<file path="src/rtl/regs_params.svh">
// register file sizing constants and bank-relative code values
`ifndef REGS_PARAMS_SVH
`define REGS_PARAMS_SVH

// general banks, each with XWA, XBC, XDE and XHL
`define REGS_BANKS 4

// bytes per general bank
`define REGS_BANK_BYTES 16

// XIX, XIY, XIZ and XSP bytes
`define REGS_PTR_BYTES 16

// upper nibble codes for the current and the previous bank
`define REGS_CURBANK 4'hE
`define REGS_PREVBANK 4'hD

`endif
</file>
<file path="src/rtl/regs_pkg.sv">
// register file types and step helper shared by design and testbench
`default_nettype none

package regs_pkg;

    // upper nibble picks bank, pointer space or bank alias
    typedef logic [7:0] reg_code_t;

    // bit 0 byte, bit 1 word, bit 2 long
    typedef logic [2:0] wr_size_t;

    // auto-step size code used by block transfers
    typedef logic [1:0] step_t;

    function automatic logic [31:0] step_amount(input step_t code);
        logic [31:0] amount;
        case (code)
            2'd1: amount = 32'd2;
            2'd2: amount = 32'd4;
            default: amount = 32'd1;
        endcase
        return amount;
    endfunction

endpackage

`default_nettype wire

</file>
<file path="src/rtl/reg_sel_if.sv">
// resolved register selects passed from the bank decoder to the array
`timescale 1ns/1ps
`default_nettype none
`include "regs_params.svh"

interface reg_sel_if import regs_pkg::*; ();

    localparam int RFP_W = $clog2(`REGS_BANKS);

    // current bank pointer
    logic [RFP_W-1:0] rfp;
    // source side select, also the auto-step target
    reg_code_t r0_sel;
    // destination side select, also the write-back target
    reg_code_t r1_sel;
    // second index register, bit 2 cleared
    reg_code_t aux_sel;

    modport decoder (
        output rfp, r0_sel, r1_sel, aux_sel
    );

    modport array (
        input rfp, r0_sel, r1_sel, aux_sel
    );

endinterface

`default_nettype wire

</file>
<file path="src/rtl/bank_decode.sv">
// register file pointer and bank-relative code resolution
`timescale 1ns/1ps
`default_nettype none
`include "regs_params.svh"

module bank_decode import regs_pkg::*; (
    input  wire logic                           clk,
    input  wire logic                           rst,
    input  wire logic                           cen,
    input  wire logic                           inc_rfp,
    input  wire logic                           dec_rfp,
    input  wire logic                           rfp_we,
    input  wire logic [$clog2(`REGS_BANKS)-1:0] imm,
    input  wire logic                           idx_en,
    input  wire reg_code_t                      src,
    input  wire reg_code_t                      dst,
    input  wire reg_code_t                      idx_rdreg_sel,
    input  wire reg_code_t                      idx_rdreg_aux,
    reg_sel_if.decoder                          sel,
    output logic      [$clog2(`REGS_BANKS)-1:0] rfp
);

    localparam int RFP_W = $clog2(`REGS_BANKS);

    logic [RFP_W-1:0] prev_bank;
    reg_code_t        idx_sel_res;

    // turn alias nibbles into a physical bank number
    function automatic reg_code_t resolve(
        input reg_code_t        code,
        input logic [RFP_W-1:0] cur,
        input logic [RFP_W-1:0] prev
    );
        reg_code_t res;
        res = code;
        if (code[7:4] == `REGS_CURBANK) begin
            res[7:4] = {{(4-RFP_W){1'b0}}, cur};
        end else if (code[7:4] == `REGS_PREVBANK) begin
            res[7:4] = {{(4-RFP_W){1'b0}}, prev};
        end
        return res;
    endfunction

    // wraps from bank 0 to the last bank
    assign prev_bank = rfp - 1'b1;

    // load beats decrement, decrement beats increment
    always_ff @(posedge clk or posedge rst) begin
        if (rst) begin
            rfp <= '0;
        end else if (cen) begin
            if (rfp_we) begin
                rfp <= imm;
            end else if (dec_rfp) begin
                rfp <= rfp - 1'b1;
            end else if (inc_rfp) begin
                rfp <= rfp + 1'b1;
            end
        end
    end

    assign idx_sel_res = resolve(idx_rdreg_sel, rfp, prev_bank);

    assign sel.rfp     = rfp;
    // index addressing takes over both operand selects
    assign sel.r0_sel  = idx_en ? idx_sel_res : resolve(src, rfp, prev_bank);
    assign sel.r1_sel  = idx_en ? resolve(idx_rdreg_aux, rfp, prev_bank)
                                : resolve(dst, rfp, prev_bank);
    // LDD style pair, second register sits four bytes below
    assign sel.aux_sel = idx_sel_res & ~8'h04;

endmodule

`default_nettype wire

</file>
<file path="src/flat_wrapper.sv">
// flat-port wrapper written by rule: the top's interface ports become plain ports
module bank_decode_flat import regs_pkg::*;
  (clk, rst, cen, inc_rfp, dec_rfp, rfp_we, imm, idx_en, src, dst, idx_rdreg_sel, idx_rdreg_aux, rfp, sel_rfp, sel_r0_sel, sel_r1_sel, sel_aux_sel);
  reg_sel_if sel_i ();
  input  wire logic clk;
  input  wire logic rst;
  input  wire logic cen;
  input  wire logic inc_rfp;
  input  wire logic dec_rfp;
  input  wire logic rfp_we;
  input  wire logic [$clog2(`REGS_BANKS)-1:0] imm;
  input  wire logic idx_en;
  input  wire reg_code_t src;
  input  wire reg_code_t dst;
  input  wire reg_code_t idx_rdreg_sel;
  input  wire reg_code_t idx_rdreg_aux;
  output logic      [$clog2(`REGS_BANKS)-1:0] rfp;
  output wire logic [$bits(sel_i.rfp)-1:0] sel_rfp;
  output wire logic [$bits(sel_i.r0_sel)-1:0] sel_r0_sel;
  output wire logic [$bits(sel_i.r1_sel)-1:0] sel_r1_sel;
  output wire logic [$bits(sel_i.aux_sel)-1:0] sel_aux_sel;
  assign sel_rfp = sel_i.rfp;
  assign sel_r0_sel = sel_i.r0_sel;
  assign sel_r1_sel = sel_i.r1_sel;
  assign sel_aux_sel = sel_i.aux_sel;
  bank_decode u_core (.clk(clk), .rst(rst), .cen(cen), .inc_rfp(inc_rfp), .dec_rfp(dec_rfp), .rfp_we(rfp_we), .imm(imm), .idx_en(idx_en), .src(src), .dst(dst), .idx_rdreg_sel(idx_rdreg_sel), .idx_rdreg_aux(idx_rdreg_aux), .sel(sel_i), .rfp(rfp));
endmodule
</file>
<file path="config.mk">
export PLATFORM = sky130hd
export DESIGN_NAME = bank_decode_flat
export DESIGN_NICKNAME = d
export VERILOG_FILES = /design/src/rtl/regs_pkg.sv /design/src/rtl/reg_sel_if.sv /design/src/rtl/bank_decode.sv /design/src/flat_wrapper.sv
export VERILOG_INCLUDE_DIRS = /design/src /design/src/rtl
export SDC_FILE = /design/constraint.sdc
export NUM_CORES = 1
export LEC_CHECK = 0
export BUFFER_PORTS_ARGS = -buffer_cell sky130_fd_sc_hd__buf_4
export CORE_ASPECT_RATIO = 1.4
export CORE_MARGIN = 2
export CORE_UTILIZATION = 31
export CTS_CLUSTER_SIZE = 16
export DETAILED_ROUTE_END_ITERATION = 7
export GPL_TIMING_DRIVEN = 0
export PLACE_DENSITY = 0.8
export REMOVE_ABC_BUFFERS = 1
export SLEW_MARGIN = 20
export SYNTH_ARGS = -nofsm -noshare
export SYNTH_HDL_FRONTEND = slang
export SYNTH_SLANG_ARGS = --single-unit
</file>
<file path="constraint.sdc">
create_clock -name clk -period 1.2 [get_ports clk]
set_input_delay 0.06 -clock clk [delete_from_list [all_inputs] [get_ports clk]]
set_output_delay 0.06 -clock clk [all_outputs]
set_load 0.05 [all_outputs]
</file>
# Word level (Yosys, flattened, before mapping)
# Index checks and enable logic that the tools add are counted.
# W data, S select, Z words.
classes:
  n_addsub: 2
  eq_ne: 8
  mux: 13
  reduce_logical: 2
op_table:
  columns: ["op", "count"]
  rows:
  - ["$eq A4 B4 Y1 const B", 8]
  - ["$mux W4", 8]
  - ["$mux W8", 2]
  - ["$mux W2", 3]
  - ["$reduce_bool A3 Y1", 1]
  - ["$add A2 B1 Y2 const B", 1]
  - ["$reduce_and A2 Y1", 1]
  - ["$sub A2 B1 Y2 const B", 1]
word_totals:
  reg_bits: 2
  out_inout_bits: 28

# Logic depth before layout (Yosys ltp)
# Gate-level depths: netlist (run 1).
depth:
  depth_word: 4
  mapped_depth: 4
  depth_no_buf: 3

# Least setup slack after synthesis (run 1)
# Ideal clock, no wire load.
synth_path:
  kind: "register -> output"
  startpoint: "register u_core.rfp[1]"
  endpoint: "output sel_r1_sel[5]"
  arrival_time_ns: 2.418
  t_required_ns: 1.140
  setup_slack_ns: -1.278
  stages_incl_launch_ff: 5
  n_path_buf: 1
  cell_sequence: "dfrtp_1 buf_2 xnor2_1 a41oi_1 a221oi_1"
synth_between:
  elab_chain_len: 4
  elab_cells_between_ends: 6
  cone_classes: "1 x add/sub; 5 x mux"
synth_lines:
  columns: ["item", "line_no", "text"]
  rows:
  - ["start, declared", "bank_decode.sv:20", "output logic [$clog2(`REGS_BANKS)-1:0] rfp"]
  - ["start signal, assigned", "bank_decode.sv:53", "rfp <= imm;"]
  - ["start signal, assigned", "bank_decode.sv:55", "rfp <= rfp - 1'b1;"]
  - ["start signal, assigned", "bank_decode.sv:57", "rfp <= rfp + 1'b1;"]
  - ["$sub A2 B1 Y2", "bank_decode.sv:45", "assign prev_bank = rfp - 1'b1;"]
  - ["$mux W4", "bank_decode.sv:38", "end else if (code[7:4] == `REGS_PREVBANK) begin"]
  - ["$mux W4", "bank_decode.sv:36", "if (code[7:4] == `REGS_CURBANK) begin"]
  - ["$mux W8 (*)", "bank_decode.sv:67", "assign sel.r1_sel = idx_en ? resolve(idx_rdreg_aux, rfp, prev_bank)"]
  - ["end, declared", "flat_wrapper.sv:20", "output wire logic [$bits(sel_i.r1_sel)-1:0] sel_r1_sel;"]
# Every way passes the cells marked *; elsewhere a longest branch is shown, timed or not.

# Worst setup path in the final report (run 1)
layout_path:
  startpoint: "register u_core.rfp[0]"
  endpoint: "output sel_r1_sel[5]"
layout_between:
  elab_chain_len: 4
  elab_cells_between_ends: 6
  cone_classes: "1 x add/sub; 5 x mux"
layout_lines:
  columns: ["item", "line_no"]
  rows:
  - ["$sub A2 B1 Y2 (*)", "bank_decode.sv:45"]
  - ["$mux W4", "bank_decode.sv:38"]
  - ["$mux W4", "bank_decode.sv:36"]
  - ["$mux W8 (*)", "bank_decode.sv:67"]
# Marks and branches as above.

==> metrics.yaml, run 1 <==
yosys:
  syn_area_per_cell_um2: 8.406
  synth_mux_area_share_pct: 26.15
  yosysTopAreaCell: "mux2_2"
  synth_top_family_by_area: "compound AO/OA/AOI/OAI gates"
  ys_warn_count: 0
  yosysTopAreaCellShare_pct: 13.74
  seq_area_frac_synth_pct: 7.634
  ys_ff_latch: 2
  synth-compound-area-share_pct: 27.29
  synth_ff_type: "dfrtp_1"
  synth_edf_count: 0
  synthCells: 78
  synth_area_leaders: "mux2_2, dfrtp_1, buf_4, mux2i_1, xor2_1"
  synth_fa_ha_area_share_pct: 0
  synth_simple_gate_area_share_pct: 16.60
  synth_cell_types: 36
  synthArstFlopShare_pct: 100.0
  synth-xor-area-share_pct: 8.015
  syn_area_um2: 655.6
floorplanning:
  core_area_mm2: 0.001973
  start_util_pct: 33.23
  die_height_um: 58.42
  die_area_mm2: 0.002504
  die_w_um: 42.87
  rows: 19
  boundaryPins: 69
place:
  place_area_mm2: 0.001114
  gp_congestion: 0.7960
  port_buffers: 67
  dp_hpwl_um: 1788
  dp_cells: 156
grt:
  gr-total-overflow: 0
  met2_usage_pct: 38.53
  busiest_layer: "met2"
  grt_pass1_vias: 916
  grt_max_degree: 16
  grt_util_all_layers_pct: 19.27
  gr-usage-met1_pct: 19.03
  met3_usage_pct: 2.147
  grt_pass1_wl_um: 3774
  antenna_found_initial: 0
layout:
  largest_register_ffs: 2
  layout_common_cells: "buf_4, mux2_2, buf_6, inv_1"
  antennaDiodeCount: 0
  stdcell_area_mm2: 0.001314
  drive_above_1_share_pct: 72.60
  nNetsFinal: 189
  reg_top3: "u_core.rfp x2"
  max_flop_register: "u_core.rfp"
  stdcell_count: 167
  final_common_cell: "buf_4"
  syn_to_final_growth_pct: 100.4
timing:
  hold_viol: 0
  min_period_ps: 1590
  hold_ws_ps: 112.8
  worst_slack_ps: -389.7
  setup_viol: 8
  fmax_ghz: 0.6291
  slew_viol_final: 0
  skew_ps: 3.164
  finalCritPeriodShare_pct: 132.5
  setup-tns-final_ps: -2283
  rsz0062_at_grt: "yes"
pwr:
  switching_share_pct: 51.53
  p_leak_uw: 0.0006373
  p_sw_uw: 649.7
  max-vdd-ir-drop_uv: 638.8
  power.internal_uw: 611.0
  seq_power_share_pct: 9.1
  power_frac_comb_pct: 78.9
  p_per_area_mw_per_mm2: 959.6
  clockPowerShare_pct: 12.0
clock_tree:
  clk_pin_slew_worst_paths_ps: 30
  cts_buffers: 3
  htreeDepth: 1
  clk_latency_ps: 230
  clockBufferDepth: 2
  root_buffer: "clkbuf_4"
  clock_sinks: 2
  cts_tree: "yes"
setup_path:
  r2r_slack_ps: -300
  cp.arrival_ps: 1530
  crit_required_ps: 1140
  crit_path_max_fanout: 7
  worstSetupPathType: "flip-flop to primary output"
  critPathCaptureType: "primary output"
  crit_path_start_kind: "flip-flop"
detailed_routing:
  viasPerCell: 5.287
  drt_first_pass_iters: 4
  routed_wl_um: 2361
  num_vias: 883
  initialDrtViolationCount: 2
  final_antenna_net_count: 0
  drc: 0
  routedWlPerCell_um: 14.14
worst_hold_path:
  hp-class: "input pin to flip-flop"
run_status:
  violations: "setup timing"
  status: "complete, but fails checks"
job:
  maxCapViolCount: 0
==> layout make-up <==
type / count / area, µm²
sequential: 2 / 52.55
clock buffer: 3 / 22.52
multi-input combinational: 61 / 601.8
fill: 162 / 659.4
tap: 21 / 26.28
timing repair buffer: 75 / 591.8
inverter: 5 / 18.77
==> through the flow <==
step / setup WS [ps] / utilization (%) / power (µW)
5_1_grt: -457.8 / 66.58 / 1336
3_3_place_gp: -319.2 / 56.44 / 933.6
3_5_place_dp: -339.1 / 56.44 / 948.5
6_report: -389.7 / 66.58 / 1261
2_1_floorplan: -1578 / - / 617.0
4_1_cts: -384.3 / 64.05 / 1230
==> metal layers <==
| layer | vias to the layer above | part of all wire (%) |
|---|---|---|
| met5 | - | 0 |
| met4 | 0 | 0.51 |
| met3 | 2 | 6.9 |
| met2 | 39 | 59 |
| met1 | 410 | 33 |
| li1 | 432 | - |
==> path summary, 6_finish.rpt <==
check                              start             to  cells after the start
max reg2reg                u_core.rfp[0]  u_core.rfp[0]                      5
min in group asynchronous            rst  u_core.rfp[1]                      3
min reg2reg                u_core.rfp[1]  u_core.rfp[1]                      2
min                               imm[0]  u_core.rfp[0]                      3
max in group asynchronous            rst  u_core.rfp[0]                      3
max                        u_core.rfp[0]  sel_r1_sel[5]                      4
==> cells by family (layout without fill, tap and decap cells) <==
kind of cell           count (synthesis)  after routing
AO/OA/AOI/OAI                         22             22
flip-flops                             2              2
buffers and inverters                 15             83
XOR/XNOR                               6              6
other                                  1              1
AND/OR/NAND/NOR                       17             17
multiplexers                          15             15
==> synthesized netlist by cell type, types with 2 or more instances <==
library cell and count:
a22o_1 2, dfrtp_1 2, buf_4 6, buf_2 3
mux2i_1 4, nand2_1 2, a41oi_1 3, xnor2_1 2
a21bo_2 2, inv_1 4, nand4b_1 2, nand3_1 5
mux2_2 8, a31oi_1 2, nor2_1 2, o32ai_1 2
mux2_4 2, a21boi_0 2, o211ai_1 3, xor2_1 4
==> critical path, stage by stage, from the launching register on <==
cell	delay [ps]
dfrtp_2	450
xnor2_2	210
a41oi_1	160
a221oi_2	280
buf_6	200
==> power groups by stage <==
stage / combinational [µW] / sequential (µW) / clock (µW)
final: 995 / 115 / 151
after global routing: 1050 / 118 / 172
after CTS: 956 / 114 / 160
after detailed placement: 828 / 121 / 0
after global placement: 813 / 121 / 0
after floorplan: 415 / 202 / 0
==> repair_timing <==
item	CTS	global route
endpoints found under the hold margin	2	0
setup endpoints to repair	6	8
gates resized for setup	15	7
pin swaps	4	3
hold buffers	1	0
buffers inserted	5	2
Power figures use the tool's default switching activity.
==> run 2: changes to the inputs <==
--- a/config.mk
+++ b/config.mk
@@ -9,11 +9,12 @@
 export BUFFER_PORTS_ARGS = -buffer_cell sky130_fd_sc_hd__buf_4
 export CORE_ASPECT_RATIO = 1.4
 export CORE_MARGIN = 2
-export CORE_UTILIZATION = 31
+export CORE_UTILIZATION = 32
+export CTS_BUF_LIST = sky130_fd_sc_hd__clkbuf_2 sky130_fd_sc_hd__clkbuf_4 sky130_fd_sc_hd__clkbuf_8
 export CTS_CLUSTER_SIZE = 16
 export DETAILED_ROUTE_END_ITERATION = 7
 export GPL_TIMING_DRIVEN = 0
-export PLACE_DENSITY = 0.8
+export PLACE_DENSITY = 0.83
 export REMOVE_ABC_BUFFERS = 1
 export SLEW_MARGIN = 20
 export SYNTH_ARGS = -nofsm -noshare
==> run 2 against run 1 <==
The run still ends with setup timing left. Count of clock-buffer cells in the layout did not move. Final area rose by 1.4%. Die area fell by 2.9%. Setup slack improved by 25 ps. Maximum frequency rose by 1.6%. Sequential share of layout area fell by 0.056 points. Hold slack got worse by 29 ps. Cell count fell by 0.60%. Global-route usage rose by 1.0 points. Routed wire length rose by 7.0%. Utilization rose by 1.8 points. Clock power barely moved. Largest cell class unchanged. Largest power group unchanged.
==> metrics.yaml, run 2 (synthesis gave the netlist of run 1 again) <==
run_status:
  status: "complete, but fails checks"
  violations: "setup timing"
pwr:
  seq_power_share_pct: 9.0  # about the same
  clockPowerShare_pct: 11.9  # about the same
  power_frac_comb_pct: 79.2  # +0.3 points
  max-vdd-ir-drop_uv: 659.9  # +3.3%
  p_leak_uw: 0.0006494  # +1.9%
  p_sw_uw: 658.4  # +1.3%
  p_per_area_mw_per_mm2: 956.7  # -0.30%
  switching_share_pct: 51.65  # +0.12 points
  power.internal_uw: 616.4  # +0.88%
floorplanning:
  core_area_mm2: 0.001949  # -1.2%
  die_w_um: 42.26  # -1.4%
  die_area_mm2: 0.002432  # -2.9%
  rows: 19  # unchanged
  start_util_pct: 33.63  # +0.41 points
  die_height_um: 57.56  # -1.5%
  boundaryPins: 69  # unchanged
setup_path:
  path_cells: "nand3_2, mux2_4, mux2_4, buf_8"
  rr_endpoint: "u_core.rfp[1]"
  reg2reg_depth: 5  # unchanged
  max_stage_delay_ps: 460  # about the same
  worstSetupPathType: "flip-flop to primary output"
  cp_num_buf_inv: 1  # unchanged
  crit_top_cell: "mux2_4"
  critPathCapture: "sel_r0_sel[4]"
  crit_path_max_fanout: 6  # -1
  critPathCaptureType: "primary output"
  crit_family: "multiplexers"
  crit_path_start_kind: "flip-flop"
  cp.depth: 4  # unchanged
  cp.arrival_ps: 1500  # -30 ps
  r2r_slack_ps: -50  # +250 ps
  rr_startpoint: "u_core.rfp[0]"
  crit_path_start: "u_core.rfp[0]"
  crit_required_ps: 1140  # about the same
  slowest_stage: "dfrtp_2"
detailed_routing:
  viasPerCell: 5.373  # +1.6%
  drt_first_pass_iters: 4  # unchanged
  num_vias: 892  # +1.0%
  drc: 0  # unchanged
  final_antenna_net_count: 0  # unchanged
  initialDrtViolationCount: 7  # +5
  routedWlPerCell_um: 15.22  # +7.7%
  routed_wl_um: 2527  # +7.0%
clock_tree:
  clockBufferDepth: 2  # unchanged
  cts_buffers: 3  # unchanged
  cts_tree: "yes"
  clk_pin_slew_worst_paths_ps: 30  # about the same
  clock_sinks: 2  # unchanged
  htreeDepth: 1  # unchanged
  root_buffer: "clkbuf_4"
  clk_latency_ps: 230  # about the same
layout:
  largest_register_ffs: 2  # unchanged
  stdcell_area_mm2: 0.001333  # +1.4%
  syn_to_final_growth_pct: 103.2
  reg_top3: "u_core.rfp x2"
  final_common_cell: "buf_4"
  final_util_pct: 68.36  # +1.8 points
  nNetsFinal: 188  # -0.53%
  antennaDiodeCount: 0  # unchanged
  max_flop_register: "u_core.rfp"
  fillerInstances: 167  # +3.1%
  stdcell_count: 166  # -0.60%
  layout_common_cells: "buf_4, mux2_2, buf_6"
  drive_above_1_share_pct: 73.10  # +0.50 points
place:
  dp_cells: 156  # unchanged
  port_buffers: 67  # unchanged
  place_ws_ps: -342.2  # -3.169 ps
  gp_congestion: 0.8069  # +1.4%
  place_area_mm2: 0.001114  # unchanged
  dp_hpwl_um: 1866  # +4.4%
timing:
  worst_slack_ps: -364.8  # +24.88 ps
  slew_viol_final: 0  # unchanged
  rsz0062_at_grt: "yes"
  skew_ps: 2.637  # -0.5264 ps
  min_period_ps: 1565  # -24.88 ps
  finalCritPeriodShare_pct: 130.4  # -2.1 points
  fmax_ghz: 0.6391  # +1.6%
  setup-tns-final_ps: -1782  # +501.1 ps
  hold_viol: 0  # unchanged
  setup_viol: 8  # unchanged
worst_hold_path:
  hp-class: "input pin to flip-flop"
  whs_path_depth: 3  # unchanged
grt:
  grt_max_degree: 16  # unchanged
  gr-total-overflow: 0  # unchanged
  antenna_found_initial: 0  # unchanged
  grt_pass1_vias: 976  # +6.6%
  grt_pass1_wl_um: 3960  # +4.9%
  grt_util_all_layers_pct: 20.29  # +1.0 points
job:
  maxCapViolCount: 0  # unchanged
-- run 2: cell count changes in the layout (fill, tap and decap cells not counted), sizes merged --
cell  delta
buf      -1
-- run 2: area by class of cell --
type / instances / area, µm² / area share [%]
inverter: 5 / 18.77 / 1.408
clock buffer: 3 / 22.52 / 1.690
multi-input combinational: 61 / 613.1 / 46.01
tap: 21 / 26.28 / 1.972
timing repair buffer: 74 / 599.3 / 44.98
sequential: 2 / 52.55 / 3.944
-- run 2: worst register-to-register path, stage by stage, from the launching register on --
cell and delay (ps):
dfrtp_2 460, buf_6 160, buf_6 130, xor2_2 140, a22oi_1 160, o2bb2ai_1 80
-- run 2: how the worst min path moves through the flow --
| stage | from | end | slack, ps |
|---|---|---|---|
| 2_1_floorplan | rst | u_core.rfp[0] | -200 |
| 3_3_place_gp | rst | u_core.rfp[0] | -80 |
| 3_5_place_dp | rst | u_core.rfp[0] | -80 |
| 4_1_cts | imm[0] | u_core.rfp[0] | 90 |
| 5_1_grt | imm[0] | u_core.rfp[0] | 80 |
| 6_report | imm[0] | u_core.rfp[0] | 80 |
-- run 2: metal layers --
metal  global-route usage [%]  wire, µm  up-vias
li1                         -         -      427
met1                    18.97       812      414
met2                    40.88      1503       43
met3                    2.215       126        8
met4                    11.16        85        0
met5                        0         0        -
-- run 2: power groups by stage --
stage / logic [µW] / registers [µW] / clock network [µW]
2_1_floorplan: 415 / 202 / 0
3_3_place_gp: 813 / 121 / 0
3_5_place_dp: 831 / 121 / 0
4_1_cts: 942 / 115 / 159
5_1_grt: 1060 / 118 / 164
6_report: 1010 / 115 / 151
-- run 2: per-stage QoR --
step / total power, µW / hold slack, ps
6_report: 1275 / 84.26
5_1_grt: 1337 / 84.87
4_1_cts: 1216 / 85.58
3_5_place_dp: 952.0 / -77.97
3_3_place_gp: 933.8 / -81.05
2_1_floorplan: 617.0 / -198.8
-- run 2: timing repair --
action / CTS / global route
setup endpoints to repair: 6 / 10
buffers inserted: 4 / 3
gates resized for setup: 18 / 11
hold endpoints to repair: 2 / 0
pin swaps: 5 / 9
hold buffers: 1 / 0
==> run 3: changes to the inputs <==
==> constraint.sdc (replaced) <==
create_clock -name clk -period 1.3 [get_ports clk]
set_input_delay 0.065 -clock clk [delete_from_list [all_inputs] [get_ports clk]]
set_output_delay 0.065 -clock clk [all_outputs]
set_load 0.05 [all_outputs]
==> run 3 against run 2 <==
The run still ends with setup timing left. Clock power shrank 3%. Power shrank 7.3%. Flip-flop and latch count is the same. First-iteration DRC count grew 100%. Critical path depth is the same. Register-to-register slack gained 60 ps. Utilization shrank 0.77 points. Via count grew 0.45%. Hold slack gained 55 ps. Largest cell class unchanged. Final area shrank 1.1%. Clock skew grew 9.6 ps. Critical path type unchanged. Setup slack gained 85 ps.
==> metrics.yaml, run 3 (synthesis gave the netlist of run 1 again) <==
layout:
  drive_above_1_share_pct: 73.10  # unchanged
  syn_to_final_growth_pct: 101.0
  final_common_cell: "buf_4"
  antennaDiodeCount: 0  # unchanged
  stdcell_count: 166  # unchanged
  max_flop_register: "u_core.rfp"
  largest_register_ffs: 2  # unchanged
  nNetsFinal: 188  # unchanged
  layout_common_cells: "buf_4, mux2_2, buf_6"
  reg_top3: "u_core.rfp x2"
grt:
  grt_pass1_vias: 958  # -1.8%
  grt_util_all_layers_pct: 20.71  # +0.41 points
  gr-total-overflow: 0  # unchanged
  antenna_found_initial: 0  # unchanged
  grt_max_degree: 16  # unchanged
  grt_pass1_wl_um: 4008  # +1.2%
worst_hold_path:
  hp-class: "input pin to flip-flop"
  whs_path_depth: 3  # unchanged
  min_from: "imm[0]"
  hold_end: "u_core.rfp[0]"
floorplanning:
  die_height_um: 57.56  # unchanged
  rows: 19  # unchanged
  die_area_mm2: 0.002432  # unchanged
  die_w_um: 42.26  # unchanged
  boundaryPins: 69  # unchanged
  core_area_mm2: 0.001949  # unchanged
  start_util_pct: 33.63  # unchanged
detailed_routing:
  drt_first_pass_iters: 4  # unchanged
  routed_wl_um: 2630  # +4.1%
  routedWlPerCell_um: 15.84  # +4.1%
  num_vias: 896  # +0.45%
  viasPerCell: 5.398  # +0.45%
  initialDrtViolationCount: 14  # +7
  drc: 0  # unchanged
  final_antenna_net_count: 0  # unchanged
place:
  dp_hpwl_um: 1866  # unchanged
  gp_congestion: 0.8069  # unchanged
  port_buffers: 67  # unchanged
  dp_cells: 156  # unchanged
clock_tree:
  htreeDepth: 1  # unchanged
  clock_sinks: 2  # unchanged
  root_buffer: "clkbuf_4"
  cts_buffers: 3  # unchanged
  clk_pin_slew_worst_paths_ps: 30  # about the same
  clockBufferDepth: 2  # unchanged
  clk_latency_ps: 230  # about the same
  cts_tree: "yes"
pwr:
  max-vdd-ir-drop_uv: 465.0  # -30%
  switching_share_pct: 52.25  # +0.61 points
  clockPowerShare_pct: 12.4  # +0.5 points
  p_leak_uw: 0.0006449  # -0.70%
  power.internal_uw: 563.9  # -8.5%
  p_per_area_mw_per_mm2: 896.5  # -6.3%
  seq_power_share_pct: 9.0  # about the same
  p_sw_uw: 617.2  # -6.3%
  power_frac_comb_pct: 78.7  # -0.5 points
timing:
  worst_slack_ps: -279.8  # +85.05 ps
  slew_viol_final: 0  # unchanged
  rsz0062_at_grt: "yes"
  min_period_ps: 1580
  skew_ps: 12.21  # +9.572 ps
  hold_ws_ps: 139.2  # +54.97 ps
  finalCritPeriodShare_pct: 121.5
  setup_viol: 6  # -2
  fmax_ghz: 0.6330
  hold_viol: 0  # unchanged
setup_path:
  critPathCaptureType: "primary output"
  max_stage_delay_ps: 460  # about the same
  crit_path_max_fanout: 6  # unchanged
  path_cells: "nand3_2, mux2_4, mux2_4, buf_8"
  worstSetupPathType: "flip-flop to primary output"
  rr_endpoint: "u_core.rfp[1]"
  slowest_stage: "dfrtp_2"
  crit_path_start_kind: "flip-flop"
  rr_startpoint: "u_core.rfp[0]"
  crit_required_ps: 1240  # +100 ps
  crit_top_cell: "mux2_4"
  cp.arrival_ps: 1510  # about the same
  r2r_slack_ps: 10  # +60 ps
  reg2reg_depth: 5  # unchanged
run_status:
  status: "complete, but fails checks"
  violations: "setup timing"
job:
  maxCapViolCount: 0  # unchanged
==> run 3: cell counts in the layout (fill, tap and decap cells not counted) <==
No cell type changed its count.
==> run 3: power by group through the flow <==
stage	registers, µW	clock network, µW	logic, µW
2_1_floorplan	186	0	383
3_3_place_gp	111	0	751
3_5_place_dp	112	0	767
4_1_cts	106	147	866
5_1_grt	109	163	970
6_report	106	146	929
==> run 3: cell type report <==
class | count | area, µm²
flip-flops and latches | 2 | 52.55
clock buffers | 3 | 22.52
well taps | 21 | 26.28
repair buffers | 74 | 584.3
multi-input cells | 61 | 613.1
inverters | 5 | 18.77
fillers | 174 | 631.9
==> run 3: worst max-delay path, delay by kind of cell (launching register included) <==
| family | cells | cell delay, ps |
|---|---|---|
| simple gates | 1 | 90 |
| mux | 2 | 590 |
| buf+inv | 1 | 150 |
| flops | 1 | 460 |
==> run 3: worst max-delay path by stage <==
stage | startpoint | endpoint | slack, ps
after floorplan | u_core.rfp[0] | sel_r0_sel[5] | -1480
after global placement | u_core.rfp[0] | sel_r0_sel[4] | -230
after detailed placement | u_core.rfp[0] | sel_r1_sel[5] | -250
after CTS | u_core.rfp[1] | sel_r1_sel[5] | -300
after global routing | u_core.rfp[1] | sel_r0_sel[5] | -330
final | u_core.rfp[0] | sel_r0_sel[4] | -280
==> run 3: layer usage <==
layer / vias to the layer above / global-route usage (%) / wire, µm
li1: 427 / - / -
met1: 424 / 19.81 / 868
met2: 41 / 42.42 / 1593
met3: 4 / 1.582 / 120
met4: 0 / 9.821 / 48
met5: - / 0 / 0
==> run 3: metrics by stage <==
| stage | worst slack (ps) | total power, µW | setup TNS (ps) | area, µm² | utilization [%] |
|---|---|---|---|---|---|
| floorplan | -1483 | 569.5 | -8223 | 584.3 | - |
| global placement | -231.7 | 861.9 | -626.2 | 1114 | 57.12 |
| detailed placement | -247.2 | 878.7 | -735.9 | 1114 | 57.12 |
| CTS | -297.0 | 1119 | -1164 | 1254 | 64.31 |
| global route | -334.3 | 1243 | -1509 | 1318 | 67.59 |
| finish | -279.8 | 1181 | -1052 | 1318 | 67.59 |
==> run 3: what timing repair did <==
| action | in CTS | in global routing |
|---|---|---|
| pin swaps | 3 | 8 |
| hold buffers | 1 | 0 |
| gates resized for setup | 17 | 7 |
| endpoints found under the hold margin | 2 | 0 |
| endpoints found under the setup margin | 6 | 8 |
| setup buffers | 4 | 2 |
